==> config.mk <==
export PLATFORM = sky130hd
export DESIGN_NAME = cpu_execute_top
export DESIGN_NICKNAME = d
export VERILOG_FILES = /design/src/rtl/cpu_types_pkg.sv /design/src/rtl/cpu_csr_pkg.sv /design/src/rtl/cpu_csr_if.sv /design/src/rtl/cpu_alu.sv /design/src/rtl/cpu_multiply.sv /design/src/rtl/cpu_divide.sv /design/src/rtl/cpu_csr_file.sv /design/src/rtl/cpu_execute.sv /design/src/rtl/cpu_execute_top.sv
export SDC_FILE = /design/constraint.sdc
export NUM_CORES = 2
export LEC_CHECK = 0
export BUFFER_PORTS_ARGS = -buffer_cell sky130_fd_sc_hd__buf_2
export CORE_ASPECT_RATIO = 1.25
export CORE_MARGIN = 4
export CORE_UTILIZATION = 55
export DETAILED_ROUTE_END_ITERATION = 12
export PLACE_DENSITY = 0.72
export SYNTH_ARGS = -nofsm -noshare
export SYNTH_HDL_FRONTEND = slang
export SYNTH_SLANG_ARGS = --single-unit
==> constraint.sdc <==
create_clock -name i_clock -period 11.2 [get_ports i_clock]
set_clock_uncertainty 0.15 [all_clocks]
set_input_delay 0.56 -clock i_clock [delete_from_list [all_inputs] [get_ports i_clock]]
set_output_delay 0.56 -clock i_clock [all_outputs]
set_load 0.05 [all_outputs]
==> src/rtl/cpu_types_pkg.sv <==
`default_nettype none

package cpu_types_pkg;

	typedef logic [31:0] word_t;
	typedef logic [4:0] register_t;
	typedef logic [3:0] tag_t;

	// multiplier pipeline depth and divider iteration count
	localparam int MUL_LATENCY = 2;
	localparam int DIV_STEPS = 32;

	// codes 28 to 31 are left undefined and fault in execute
	typedef enum logic [4:0] {
		OP_ADD, OP_SUB, OP_AND, OP_OR, OP_XOR,
		OP_SLL, OP_SRL, OP_SRA,
		OP_SLT, OP_SLTU,
		OP_JAL,
		OP_BEQ, OP_BNE, OP_BLT, OP_BGE,
		OP_LOAD, OP_STORE,
		OP_MUL, OP_MULH, OP_MULHU,
		OP_DIV, OP_DIVU, OP_REM, OP_REMU,
		OP_CSRRW, OP_CSRRS,
		OP_ECALL, OP_MRET
	} exec_op_t;

	typedef enum logic [2:0] {
		SEL_ZERO,
		SEL_RS1,
		SEL_RS2,
		SEL_PC,
		SEL_IMM
	} operand_sel_t;

	typedef enum logic [1:0] {
		WIDTH_BYTE,
		WIDTH_HALF,
		WIDTH_WORD
	} mem_width_t;

	// ==================================================
	// stage records

	typedef struct packed {
		tag_t tag;
		word_t pc;
		word_t imm;
		exec_op_t op;
		operand_sel_t operand1;
		operand_sel_t operand2;
		register_t inst_rd;
		mem_width_t mem_width;
		logic mem_signed;
	} decode_data_t;

	typedef struct packed {
		tag_t tag;
		word_t rd;
		register_t inst_rd;
		logic mem_read;
		logic mem_write;
		mem_width_t mem_width;
		logic mem_signed;
		word_t mem_address;
		// load destination handed on to the memory stage
		register_t mem_inst_rd;
	} execute_data_t;

endpackage

`default_nettype wire

==> src/rtl/cpu_csr_pkg.sv <==
`default_nettype none

package cpu_csr_pkg;

	// machine CSR addresses
	typedef enum logic [11:0] {
		CSR_MSCRATCH = 12'h340,
		CSR_MTVEC = 12'h305,
		CSR_MEPC = 12'h341,
		CSR_MCAUSE = 12'h342
	} csr_index_t;

	// environment call from machine mode
	localparam logic [31:0] CAUSE_ECALL = 32'd11;

	// trap vector after reset
	localparam logic [31:0] MTVEC_RESET = 32'h0000_0100;

endpackage

`default_nettype wire

==> src/rtl/cpu_csr_if.sv <==
`default_nettype none

interface cpu_csr_if;
	import cpu_types_pkg::*;

	// read side is combinational from index
	logic [11:0] index;
	word_t rdata;

	// write and trap pulses take effect on the following edge
	logic wdata_wr;
	word_t wdata;
	logic ecall;
	word_t ecall_pc;

	// trap return and trap vector
	word_t epc;
	word_t tvec;

	modport execute (
		output index, wdata_wr, wdata, ecall, ecall_pc,
		input rdata, epc, tvec
	);

	modport csr (
		input index, wdata_wr, wdata, ecall, ecall_pc,
		output rdata, epc, tvec
	);

endinterface

`default_nettype wire

==> src/rtl/cpu_alu.sv <==
`default_nettype none

module cpu_alu (
	input cpu_types_pkg::exec_op_t i_op,
	input cpu_types_pkg::word_t i_op1,
	input cpu_types_pkg::word_t i_op2,
	output cpu_types_pkg::word_t o_result,
	output cpu_types_pkg::word_t o_shift_result,
	output cpu_types_pkg::word_t o_signed_sum_result,
	output logic o_compare_result
);
	import cpu_types_pkg::*;

	logic [4:0] shift_amount;

	assign shift_amount = i_op2[4:0];

	// address adder also used for jump targets
	assign o_signed_sum_result = i_op1 + i_op2;

	always_comb begin
		case (i_op)
			OP_SUB: o_result = i_op1 - i_op2;
			OP_AND: o_result = i_op1 & i_op2;
			OP_OR: o_result = i_op1 | i_op2;
			OP_XOR: o_result = i_op1 ^ i_op2;
			default: o_result = i_op1 + i_op2;
		endcase
	end

	always_comb begin
		case (i_op)
			OP_SLL: o_shift_result = i_op1 << shift_amount;
			OP_SRL: o_shift_result = i_op1 >> shift_amount;
			OP_SRA: o_shift_result = word_t'($signed(i_op1) >>> shift_amount);
			default: o_shift_result = i_op1;
		endcase
	end

	// set-less-than and branch conditions
	always_comb begin
		case (i_op)
			OP_SLT,
			OP_BLT: o_compare_result = $signed(i_op1) < $signed(i_op2);
			OP_SLTU: o_compare_result = i_op1 < i_op2;
			OP_BEQ: o_compare_result = i_op1 == i_op2;
			OP_BNE: o_compare_result = i_op1 != i_op2;
			OP_BGE: o_compare_result = $signed(i_op1) >= $signed(i_op2);
			default: o_compare_result = 1'b0;
		endcase
	end

endmodule

`default_nettype wire

==> src/rtl/cpu_multiply.sv <==
`default_nettype none

module cpu_multiply (
	input logic i_clock,
	input logic i_latch,
	input logic i_op1_signed,
	input logic i_op2_signed,
	input cpu_types_pkg::word_t i_op1,
	input cpu_types_pkg::word_t i_op2,
	output logic [63:0] o_result
);

	// 33 bits so one signed multiplier covers both signed and unsigned
	logic signed [32:0] op1_q;
	logic signed [32:0] op2_q;
	logic signed [65:0] product_q;

	// first stage holds the operands after the first cycle
	always_ff @(posedge i_clock) begin
		if (i_latch) begin
			op1_q <= {i_op1_signed & i_op1[31], i_op1};
			op2_q <= {i_op2_signed & i_op2[31], i_op2};
		end
	end

	// second stage
	always_ff @(posedge i_clock) begin
		product_q <= op1_q * op2_q;
	end

	assign o_result = product_q[63:0];

endmodule

`default_nettype wire

==> src/rtl/cpu_divide.sv <==
`default_nettype none

module cpu_divide (
	input logic i_clock,
	input logic i_reset,
	input logic i_start,
	input logic i_signed,
	input cpu_types_pkg::word_t i_numerator,
	input cpu_types_pkg::word_t i_denominator,
	output cpu_types_pkg::word_t o_quotient,
	output cpu_types_pkg::word_t o_remainder,
	output logic o_done
);
	import cpu_types_pkg::*;

	typedef logic [$clog2(DIV_STEPS + 1) - 1:0] count_t;

	count_t count;
	logic running;
	word_t numerator_abs;
	word_t denominator_abs;
	word_t quotient_q;
	word_t remainder_q;
	word_t denominator_q;
	logic negate_quotient;
	logic negate_remainder;
	logic [32:0] partial;

	assign numerator_abs = (i_signed && i_numerator[31]) ? -i_numerator : i_numerator;
	assign denominator_abs = (i_signed && i_denominator[31]) ? -i_denominator : i_denominator;

	// remainder shifted left with the next numerator bit
	assign partial = {remainder_q, quotient_q[31]};

	always_ff @(posedge i_clock) begin
		if (i_reset) begin
			running <= 1'b0;
			count <= '0;
		end else if (i_start) begin
			running <= 1'b1;
			count <= count_t'(DIV_STEPS);
		end else if (running && count != '0) begin
			count <= count - 1'b1;
		end
	end

	always_ff @(posedge i_clock) begin
		if (i_start) begin
			quotient_q <= numerator_abs;
			remainder_q <= '0;
			denominator_q <= denominator_abs;
			// x/0 keeps an all-ones quotient, so no sign fix there
			negate_quotient <= i_signed && (i_numerator[31] ^ i_denominator[31]) &&
				(i_denominator != '0);
			negate_remainder <= i_signed && i_numerator[31];
		end else if (running && count != '0) begin
			if (partial >= {1'b0, denominator_q}) begin
				remainder_q <= word_t'(partial - {1'b0, denominator_q});
				quotient_q <= {quotient_q[30:0], 1'b1};
			end else begin
				remainder_q <= partial[31:0];
				quotient_q <= {quotient_q[30:0], 1'b0};
			end
		end
	end

	// sign fix-up; most negative / -1 wraps back to the numerator
	assign o_quotient = negate_quotient ? -quotient_q : quotient_q;
	assign o_remainder = negate_remainder ? -remainder_q : remainder_q;

	// held until the next start
	assign o_done = running && count == '0;

endmodule

`default_nettype wire

==> src/rtl/cpu_csr_file.sv <==
`default_nettype none

module cpu_csr_file (
	input logic i_clock,
	input logic i_reset,
	cpu_csr_if.csr csr
);
	import cpu_types_pkg::*;
	import cpu_csr_pkg::*;

	word_t mscratch;
	word_t mtvec;
	word_t mepc;
	word_t mcause;

	// unknown addresses read as zero
	always_comb begin
		case (csr.index)
			CSR_MSCRATCH: csr.rdata = mscratch;
			CSR_MTVEC: csr.rdata = mtvec;
			CSR_MEPC: csr.rdata = mepc;
			CSR_MCAUSE: csr.rdata = mcause;
			default: csr.rdata = '0;
		endcase
	end

	assign csr.epc = mepc;
	assign csr.tvec = mtvec;

	always_ff @(posedge i_clock) begin
		if (i_reset) begin
			mscratch <= '0;
			mtvec <= MTVEC_RESET;
			mepc <= '0;
			mcause <= '0;
		end else begin
			if (csr.wdata_wr) begin
				case (csr.index)
					CSR_MSCRATCH: mscratch <= csr.wdata;
					CSR_MTVEC: mtvec <= csr.wdata;
					CSR_MEPC: mepc <= csr.wdata;
					CSR_MCAUSE: mcause <= csr.wdata;
					default: ;
				endcase
			end
			// trap capture wins over a plain write
			if (csr.ecall) begin
				mepc <= csr.ecall_pc;
				mcause <= CAUSE_ECALL;
			end
		end
	end

endmodule

`default_nettype wire

==> src/rtl/cpu_execute.sv <==
`default_nettype none

module cpu_execute (
	input logic i_clock,
	input logic i_reset,
	input cpu_types_pkg::decode_data_t i_data,
	input cpu_types_pkg::word_t i_rs1,
	input cpu_types_pkg::word_t i_rs2,
	input logic i_memory_busy,
	output logic o_busy,
	output logic o_fault,
	output logic o_jump,
	output cpu_types_pkg::word_t o_jump_pc,
	output cpu_types_pkg::execute_data_t o_data,
	cpu_csr_if.execute csr
);
	import cpu_types_pkg::*;

	typedef logic [$clog2(MUL_LATENCY + 1) - 1:0] cycle_t;

	function automatic word_t select_operand(
		input operand_sel_t sel,
		input word_t rs1,
		input word_t rs2,
		input word_t pc,
		input word_t imm
	);
		case (sel)
			SEL_RS1: return rs1;
			SEL_RS2: return rs2;
			SEL_PC: return pc;
			SEL_IMM: return imm;
			default: return '0;
		endcase
	endfunction

	cycle_t cycle;
	word_t alu_operand1;
	word_t alu_operand2;
	word_t alu_result;
	word_t alu_shift_result;
	word_t alu_signed_sum_result;
	logic alu_compare_result;
	logic mul_signed;
	logic [63:0] mul_result;
	logic div_start;
	logic div_signed;
	logic div_done;
	word_t div_quotient;
	word_t div_remainder;
	logic new_tag;
	logic advance;
	logic is_mul;
	logic is_div;
	logic is_csr;
	logic op_finish;
	logic [11:0] csr_write_index;
	word_t rd_next;
	word_t jump_target;
	word_t csr_wdata_next;
	logic jump_take;
	logic csr_write;
	logic ecall_take;
	logic bad_op;

	// ==================================================
	// functional units

	assign alu_operand1 = select_operand(i_data.operand1, i_rs1, i_rs2, i_data.pc, i_data.imm);
	assign alu_operand2 = select_operand(i_data.operand2, i_rs1, i_rs2, i_data.pc, i_data.imm);

	cpu_alu u_alu (
		.i_op(i_data.op),
		.i_op1(alu_operand1),
		.i_op2(alu_operand2),
		.o_result(alu_result),
		.o_shift_result(alu_shift_result),
		.o_signed_sum_result(alu_signed_sum_result),
		.o_compare_result(alu_compare_result)
	);

	assign mul_signed = i_data.op inside {OP_MUL, OP_MULH};

	cpu_multiply u_multiply (
		.i_clock(i_clock),
		.i_latch(cycle == '0),
		.i_op1_signed(mul_signed),
		.i_op2_signed(mul_signed),
		.i_op1(i_rs1),
		.i_op2(i_rs2),
		.o_result(mul_result)
	);

	assign div_signed = i_data.op inside {OP_DIV, OP_REM};
	assign div_start = advance && is_div && cycle == '0;

	cpu_divide u_divide (
		.i_clock(i_clock),
		.i_reset(i_reset),
		.i_start(div_start),
		.i_signed(div_signed),
		.i_numerator(i_rs1),
		.i_denominator(i_rs2),
		.o_quotient(div_quotient),
		.o_remainder(div_remainder),
		.o_done(div_done)
	);

	// ==================================================
	// acceptance

	assign new_tag = i_data.tag != o_data.tag;
	assign advance = new_tag && !i_memory_busy;
	assign is_mul = i_data.op inside {OP_MUL, OP_MULH, OP_MULHU};
	assign is_div = i_data.op inside {OP_DIV, OP_DIVU, OP_REM, OP_REMU};
	assign is_csr = i_data.op inside {OP_CSRRW, OP_CSRRS, OP_ECALL, OP_MRET};

	// a stale divider done is ignored in the first cycle
	// CSR ops wait one cycle behind a pending CSR write or trap
	always_comb begin
		if (is_mul)
			op_finish = cycle == cycle_t'(MUL_LATENCY);
		else if (is_div)
			op_finish = div_done && cycle != '0;
		else
			op_finish = !(is_csr && (csr.wdata_wr || csr.ecall));
	end

	assign o_busy = i_memory_busy || (new_tag && (is_mul || is_div) && !op_finish);

	// write index held while the write pulse is out
	assign csr.index = csr.wdata_wr ? csr_write_index : i_data.imm[11:0];

	always_comb begin
		rd_next = '0;
		jump_take = 1'b0;
		jump_target = i_data.pc + 32'd4;
		csr_write = 1'b0;
		csr_wdata_next = i_rs1;
		ecall_take = 1'b0;
		bad_op = 1'b0;
		case (i_data.op)
			OP_ADD, OP_SUB, OP_AND, OP_OR, OP_XOR: rd_next = alu_result;
			OP_SLL, OP_SRL, OP_SRA: rd_next = alu_shift_result;
			OP_SLT, OP_SLTU: rd_next = {31'b0, alu_compare_result};
			OP_JAL: begin
				rd_next = i_data.pc + 32'd4;
				jump_take = 1'b1;
				jump_target = alu_signed_sum_result;
			end
			OP_BEQ, OP_BNE, OP_BLT, OP_BGE: begin
				jump_take = 1'b1;
				if (alu_compare_result)
					jump_target = i_data.pc + i_data.imm;
			end
			OP_LOAD: ;
			OP_STORE: rd_next = i_rs2;
			OP_MUL: rd_next = mul_result[31:0];
			OP_MULH, OP_MULHU: rd_next = mul_result[63:32];
			OP_DIV, OP_DIVU: rd_next = div_quotient;
			OP_REM, OP_REMU: rd_next = div_remainder;
			OP_CSRRW, OP_CSRRS: begin
				rd_next = csr.rdata;
				csr_write = 1'b1;
				if (i_data.op == OP_CSRRS)
					csr_wdata_next = csr.rdata | i_rs1;
			end
			OP_ECALL: begin
				ecall_take = 1'b1;
				jump_take = 1'b1;
				jump_target = csr.tvec;
			end
			OP_MRET: begin
				jump_take = 1'b1;
				jump_target = csr.epc;
			end
			default: bad_op = 1'b1;
		endcase
	end

	// ==================================================
	// state and output record

	always_ff @(posedge i_clock) begin
		if (i_reset) begin
			cycle <= '0;
			o_data <= '0;
			o_jump <= 1'b0;
			o_fault <= 1'b0;
			csr.wdata_wr <= 1'b0;
			csr.ecall <= 1'b0;
		end else begin
			o_jump <= 1'b0;
			csr.wdata_wr <= 1'b0;
			csr.ecall <= 1'b0;
			if (advance && op_finish) begin
				cycle <= '0;
				o_jump <= jump_take;
				csr.wdata_wr <= csr_write;
				csr.ecall <= ecall_take;
				if (bad_op)
					o_fault <= 1'b1;
				o_data.tag <= i_data.tag;
				o_data.rd <= rd_next;
				o_data.inst_rd <= (i_data.op == OP_LOAD) ? register_t'(0) : i_data.inst_rd;
				o_data.mem_read <= i_data.op == OP_LOAD;
				o_data.mem_write <= i_data.op == OP_STORE;
				o_data.mem_width <= i_data.mem_width;
				o_data.mem_signed <= i_data.mem_signed;
				o_data.mem_address <= alu_signed_sum_result;
				o_data.mem_inst_rd <= i_data.inst_rd;
			end else if (advance && cycle != cycle_t'(MUL_LATENCY)) begin
				cycle <= cycle + 1'b1;
			end
		end
	end

	always_ff @(posedge i_clock) begin
		if (advance && op_finish) begin
			o_jump_pc <= jump_target;
			csr.wdata <= csr_wdata_next;
			csr.ecall_pc <= i_data.pc;
			csr_write_index <= i_data.imm[11:0];
		end
	end

endmodule

`default_nettype wire

==> src/rtl/cpu_execute_top.sv <==
`default_nettype none

module cpu_execute_top (
	input logic i_clock,
	input logic i_reset,
	input cpu_types_pkg::tag_t i_tag,
	input logic [4:0] i_op,
	input cpu_types_pkg::operand_sel_t i_operand1_sel,
	input cpu_types_pkg::operand_sel_t i_operand2_sel,
	input cpu_types_pkg::word_t i_pc,
	input cpu_types_pkg::word_t i_imm,
	input cpu_types_pkg::word_t i_rs1,
	input cpu_types_pkg::word_t i_rs2,
	input cpu_types_pkg::register_t i_inst_rd,
	input cpu_types_pkg::mem_width_t i_mem_width,
	input logic i_mem_signed,
	input logic i_memory_busy,
	output logic o_busy,
	output logic o_fault,
	output logic o_jump,
	output cpu_types_pkg::word_t o_jump_pc,
	output logic o_ecall,
	output cpu_types_pkg::tag_t o_tag,
	output cpu_types_pkg::word_t o_rd,
	output cpu_types_pkg::register_t o_inst_rd,
	output logic o_mem_read,
	output logic o_mem_write,
	output cpu_types_pkg::word_t o_mem_address
);
	import cpu_types_pkg::*;

	decode_data_t decode;
	execute_data_t result;

	cpu_csr_if csr_bus ();

	// ==================================================
	// decode record

	always_comb begin
		decode.tag = i_tag;
		decode.pc = i_pc;
		decode.imm = i_imm;
		decode.op = exec_op_t'(i_op);
		decode.operand1 = i_operand1_sel;
		decode.operand2 = i_operand2_sel;
		decode.inst_rd = i_inst_rd;
		decode.mem_width = i_mem_width;
		decode.mem_signed = i_mem_signed;
	end

	cpu_execute u_execute (
		.i_clock(i_clock),
		.i_reset(i_reset),
		.i_data(decode),
		.i_rs1(i_rs1),
		.i_rs2(i_rs2),
		.i_memory_busy(i_memory_busy),
		.o_busy(o_busy),
		.o_fault(o_fault),
		.o_jump(o_jump),
		.o_jump_pc(o_jump_pc),
		.o_data(result),
		.csr(csr_bus.execute)
	);

	cpu_csr_file u_csr_file (
		.i_clock(i_clock),
		.i_reset(i_reset),
		.csr(csr_bus.csr)
	);

	// ==================================================
	// result record

	assign o_ecall = csr_bus.ecall;
	assign o_tag = result.tag;
	assign o_rd = result.rd;
	assign o_inst_rd = result.inst_rd;
	assign o_mem_read = result.mem_read;
	assign o_mem_write = result.mem_write;
	assign o_mem_address = result.mem_address;

endmodule

`default_nettype wire

==> Word level (Yosys, flattened, before mapping) <==
Cells that the tools add are included.
{ "word_totals": {"ff_bits": 552, "in_bits": 154, "out_inout_bits": 111, "word_cells": 194} }
{ "op_classes": {"add_sub_neg": 11, "multipliers": 1, "magnitude_cmp": 4, "eq_ne": 44, "shifts": 3, "muxes": 34, "bitwise_logic": 9, "reduce_logical": 57} }
{ "op_table": {"columns": ["op", "count"], "rows": [
  ["case mux 32 bit (4 select lines)", 5],
  ["2-to-1 mux 32 bit", 13],
  ["case mux 32 bit (10 select lines)", 1],
  ["negator 32 bit", 4],
  ["case mux 32 bit (3 select lines)", 1],
  ["adder 32 bit", 2],
  ["< comparator 32 bit", 2],
  ["multiplier 33 x 33 -> 64 bit", 1],
  ["bitwise OR 32 bit", 2],
  ["subtractor 32 bit", 2],
  ["equality test 5 bit, second input constant", 12],
  ["equality test 12 x 10 -> 1 bit, second input constant", 4],
  ["equality test 5 x 4 -> 1 bit, second input constant", 8],
  [">= comparator 33 x 32 -> 1 bit", 1],
  ["adder 32 x 3 -> 32 bit, second input constant", 1],
  ["bitwise AND 32 bit", 1],
  ["equality test 32 bit", 1],
  [">= comparator 32 bit", 1],
  ["inequality test 32 bit", 1],
  ["nonzero test 32 bit", 1],
  ["<< shifter 32 x 5 -> 32 bit", 1],
  [">> shifter 32 x 5 -> 32 bit", 1],
  [">>> shifter 32 x 5 -> 32 bit", 1],
  ["XOR 32 bit", 1],
  ["other kinds (37)", 95]
]} }

==> Logic depth before layout (Yosys ltp) <==
{ "logic_depth": {"ltp_word": 9, "mapped_depth": 29, "ltp_nobuf": 27} }

==> Hierarchy <==
From an unflattened synthesis, not the netlist that was laid out.
{ "hier_totals": {"cells_unflattened": 8939, "area_unflattened_um2": 78150.0} }
{ "by_module_without_submodules": {"columns": ["module", "instances", "cells_per_inst", "area_per_inst_um2"], "rows": [
  ["cpu_multiply", 1, 4283, 41663.7],
  ["cpu_execute", 1, 1498, 13455.4],
  ["cpu_alu", 1, 1401, 8901.0],
  ["cpu_divide", 1, 1028, 8448.1],
  ["cpu_csr_file", 1, 729, 5681.7]
]} }

==> Least setup slack after synthesis <==
Ideal clock, no wire load.
{ "synth_timing": {"path_type": "reg2reg", "startpoint": "register u_execute.u_multiply.op1_q[22]", "endpoint": "register u_execute.u_multiply.product_q[55]", "arrival_time_ps": 7497, "required_ps": 10929, "path_slack_ps": 3432, "path_stages_with_launch": 29, "path_cell_list": "edfxtp_1 -> clkbuf_1 -> and2_1 -> fa_1 -> inv_1 -> fa_1 -> inv_1 -> fa_1 -> inv_1 -> fa_1 -> fa_1 -> inv_1 -> fa_1 -> fa_1 -> inv_1 -> fa_1 -> inv_1 -> ha_1 -> buf_2 -> a211oi_1 -> o221ai_1 -> or3_1 -> a211oi_2 -> o31a_1 -> o41ai_2 -> a21o_1 -> a311oi_1 -> o31a_1 -> xnor2_1"} }
{ "synth_between": {"elab_chain_cells": 1} }
{ "synth_lines": {"columns": ["element", "line", "source"], "rows": [
  ["start: declaration", "cpu_multiply.sv:14", "logic signed [32:0] op1_q;"],
  ["start signal: assignment", "cpu_multiply.sv:21", "op1_q <= {i_op1_signed & i_op1[31], i_op1};"],
  ["multiplier 33 x 33 -> 64 bit", "cpu_multiply.sv:28", "product_q <= op1_q * op2_q;"],
  ["end signal: assignment", "cpu_multiply.sv:28", null],
  ["end: declaration", "cpu_multiply.sv:16", "logic signed [65:0] product_q;"]
]} }
Every way passes these cells.
A chain may end at the register's enable or synchronous reset.

==> Final worst setup path <==
{ "layout_timing": {"startpoint": "register u_execute.u_multiply.op1_q[7]", "endpoint": "register u_execute.u_multiply.product_q[61]"} }
The elaborated chain is that of the path after synthesis.

==> metrics.md <==
| Metric | Value |
|---|---|
| Status | `finished, violations left` |
| Violated checks | `capacitance limit, slew limit` |
| Cell taking the most area after synthesis | `fa_1` |
| Total die area | `0.146 mm^2` |
| Reg2Reg Setup Slack | `1.65 ns` |
| Critical path fanouts, max | `16` |
| Pin count of the biggest net entering global routing | `83` |
| Fmax achieved | `105 MHz` |
| Max-slew headroom | `-1.63%` |
| H-Tree Depth | `2` |
| Post-synth top area share | `29.3%` |
| Final Max Slew Viols | `1` |
| Ys flop type | `dfxtp_1` |
| Synth Net Count | `10,496` |
| Layout cells sized above 1 | `7.60%` |
| Most common cell on crit path | `fa_1` |
| Final nets | `10,446` |
| EDFF count, synth | `240` |
| Cell Area, Synth | `0.0772 mm^2` |
| RSZ-0062 raised after global routing | `false` |
| Wire length per cell | `31.2 um` |
| # IOs | `265` |
| Startpoint type of the worst setup path | `flip-flop` |
| Starting density of the core | `55.4%` |
| Endpoints failing setup | `0` |
| Crit. Startpoint | `u_execute.u_multiply.op1_q[7]` |
| Core area | `0.139 mm^2` |
| Gr usage total | `45.5%` |
| #FFs+latches synth | `552` |
| ANT nets after route | `0` |
| Worst hold slack | `0.0304 ns` |
| Fraction of the cycle the final worst path needs | `85.3%` |
| Worst setup EP type | `flip-flop` |
| Post-cts sizing count | `0` |
| Filler cells | `12,380` |
| Post-DR vias/cell | `6.44` |
| GRT overflow | `0` |
| Max Cap Viol | `1` |
| CP max stage delay | `1.21 ns` |
| CTS tree | `built` |
| Post-synthesis sequential area ratio | `17.4%` |
| Hold crit path type | `input pin to flip-flop` |
| Initial DRC count | `7,655` |
| Clock buffer count from CTS | `54` |
| Worst setup path class | `flip-flop to flip-flop` |
| Synthesized instance count | `8,832` |
| Wirelength, routed | `335 mm` |
| Fin worst setup slack | `1.65 ns` |
| Top post-synthesis cells by area | `fa_1 (29%), edfxtp_1 (9.3%), dfxtp_1 (8.1%), ha_1 (6.2%), inv_1 (6.0%)` |
| Final Util | `59.0%` |
| Die Y | `427 um` |
| CTS sink cnt | `552` |
| CP Data Arrival Time | `9.99 ns` |
| Critical Path End | `u_execute.u_multiply.product_q[61]` |
| Via count | `68,974` |
| TNS Setup | `0 ns` |
| Clock transition at path regs | `0.07 ns` |
| DR pass1 iterations | `10` |
| Reg2Reg Depth | `26` |
| # DRC | `0` |
| DP HPWL | `259 mm` |
| Die Wd | `343 um` |
| Synth warn | `0` |
| Min-delay src | `i_tag[3]` |
| Worst path required time | `11.64 ns` |
| Pre-CTS WS | `1.83 ns` |
| R2R Path Start | `u_execute.u_multiply.op1_q[7]` |
| Syn Area/Cell | `8.74 um^2` |
| Worst-margin pin slew | `1.52 ns` |
| Gp weighted congestion | `1.08` |
| Later-pin clock latency in the skew report | `0.71 ns` |
| Post-synth cell types | `116` |
| Vias in the first global route | `70,134` |
| Final Hold Fails | `0` |
| CP max-delay cell | `edfxtp_1` |
| FF-to-FF End | `u_execute.u_multiply.product_q[61]` |
| First-pass GRT wire length | `483 mm` |
| Row count | `153` |
| Port Buffer Count | `261` |
| Area of the multi-input gates | `0.0570 mm^2` |
| Initial antenna violation count | `42` |
| CTS root buffer | `clkbuf_16` |
| FF/Latch Area | `0.0135 mm^2` |
| Max Root-Sink Buffers | `3` |
| Fin crit period | `9.55 ns` |
| Ys async rst share | `0%` |
| Synth-to-Final Area Change | `6.46%` |
==> layer usage <==
layer  global-route usage, %  share of wire (%)
met1                    51.1                 33
met2                    72.0                 45
met3                    11.9                 10
met4                    39.4                 11
met5                       0              0.036
==> registers in the layout (all words and copies together), names as in the netlist, 2 cells and up <==
register                          cells
u_execute.cycle                       2
u_execute.u_multiply.op2_q           33
u_csr_file.mcause                    32
u_csr_file.csr.epc                   32
u_execute.u_multiply.op1_q           33
u_execute.u_divide.denominator_q     32
u_execute.u_divide.count              6
u_execute.o_jump_pc                  32
u_execute.csr.wdata                  32
u_execute.u_divide.quotient_q        32
u_csr_file.csr.tvec                  32
u_execute.u_multiply.product_q       64
u_csr_file.mscratch                  32
u_execute.csr.ecall_pc               32
u_execute.o_data                     75
u_execute.csr_write_index            12
u_execute.u_divide.remainder_q       32
==> how the worst min path moves through the flow <==
stage	slack [ns]	endpoint	cells past startpoint
final	0.03	u_execute.o_data[82]	3
after global routing	0.04	u_execute.o_data[82]	3
after CTS	0.02	u_execute.o_data[82]	3
after detailed placement	0.29	u_execute.o_data[48]	2
after global placement	0.28	u_execute.o_data[50]	1
after floorplan	0.29	u_csr_file.mscratch[14]	2
==> cell usage after synthesis, types with 20 or more instances <==
| cell | count |
|---|---|
| a222oi_1 | 24 |
| a211oi_1 | 92 |
| xnor2_1 | 165 |
| o41ai_1 | 22 |
| nand2b_1 | 46 |
| fa_1 | 1129 |
| a221oi_1 | 72 |
| o21a_1 | 33 |
| o221ai_1 | 40 |
| nor2b_1 | 66 |
| and3_1 | 33 |
| o221a_2 | 20 |
| nand2_1 | 1111 |
| ha_1 | 381 |
| nand3_1 | 112 |
| or4_1 | 20 |
| a221o_1 | 36 |
| inv_1 | 1231 |
| a21o_1 | 76 |
| clkbuf_1 | 440 |
| buf_1 | 39 |
| xor2_1 | 145 |
| nor4_1 | 28 |
| o21ai_1 | 38 |
| a31oi_1 | 44 |
| dfxtp_1 | 312 |
| edfxtp_1 | 240 |
| a22o_1 | 34 |
| o22ai_1 | 54 |
| a22oi_1 | 42 |
| nor3_1 | 115 |
| or3_1 | 24 |
| o21bai_1 | 36 |
| o21ai_0 | 277 |
| a21oi_1 | 566 |
| o31ai_1 | 39 |
| nand4_1 | 29 |
| nor2_1 | 461 |
| mux2_2 | 30 |
| buf_2 | 60 |
| o211ai_1 | 51 |
| and2_1 | 573 |
| mux2i_1 | 177 |
==> critical path, delay by kind of cell (launching register included) <==
| family | cells | cell delay [ns] |
|---|---|---|
| AOI/OAI and AO/OA | 5 | 1.79 |
| xor gates and xnor gates | 1 | 0.14 |
| buffers and inverters | 6 | 0.78 |
| DFF | 1 | 1.21 |
| and+or+nand+nor | 5 | 1.14 |
| adders and majority gates | 9 | 4.23 |
==> repair_timing <==
item                      CTS  global route
hold buffers                8             0
hold endpoints to repair    8             0
setup buffers               0             0
==> stage by stage <==
stage               std cells  area [um^2]
floorplan                8832        77200
global placement        10578        80100
detailed placement      10578        80100
CTS                     10688        82100
global route            10691        82100
finish                  10718        82100
==> placed cells by master (no fill, tap or decap), types with 28 or more instances in the layout <==
| master | count |
|---|---|
| xor2_1 | 145 |
| mux2i_1 | 177 |
| o211ai_1 | 51 |
| edfxtp_1 | 240 |
| nor2_1 | 455 |
| o31ai_1 | 39 |
| clkbuf_16 | 59 |
| buf_2 | 260 |
| o21a_1 | 31 |
| nor4_1 | 28 |
| a22o_1 | 34 |
| a22oi_1 | 42 |
| o22ai_1 | 54 |
| xnor2_1 | 164 |
| nand4_1 | 29 |
| o21bai_1 | 36 |
| and3_1 | 31 |
| a211oi_1 | 92 |
| a221oi_1 | 72 |
| nand2b_1 | 46 |
| nand2_1 | 1107 |
| buf_4 | 181 |
| fa_1 | 1129 |
| o21ai_0 | 277 |
| a21oi_1 | 565 |
| mux2_2 | 30 |
| a221o_1 | 36 |
| nor2b_1 | 65 |
| o21ai_1 | 38 |
| diode_2 | 30 |
| nor3_1 | 114 |
| inv_1 | 1230 |
| a31oi_1 | 44 |
| dfxtp_1 | 310 |
| and2_1 | 572 |
| o221ai_1 | 40 |
| a21o_1 | 76 |
| ha_1 | 380 |
| nand3_1 | 110 |
==> cells by family (layout without fill, tap and decap cells) <==
family	after synthesis	count (layout)	share of synthesized area (%)
adder cells (fa/ha/maj)	1511	1511	35.5
AND/OR/NAND/NOR	2727	2727	17.1
AO/OA/AOI/OAI	1727	1727	14.7
other	0	30	0
multiplexers	210	210	2.80
XOR/XNOR	310	310	3.52
buffers and inverters	1795	1791	8.94
flip-flops	552	552	17.4
==> final cells by class <==
| type | instances | area share (%) |
|---|---|---|
| Multi-Input combinational cell | 6485 | 69.3 |
| Clock buffer | 73 | 1.95 |
| Sequential cell | 552 | 16.4 |
| Tap cell | 1860 | 2.83 |
| Antenna cell | 30 | 0.0914 |
| Timing Repair Buffer | 450 | 3.36 |
| Inverter | 1239 | 5.68 |
| Clock inverter | 29 | 0.367 |
Power is not shown: default switching activity piles up to over one toggle a cycle in this logic, so the estimate is an artifact.
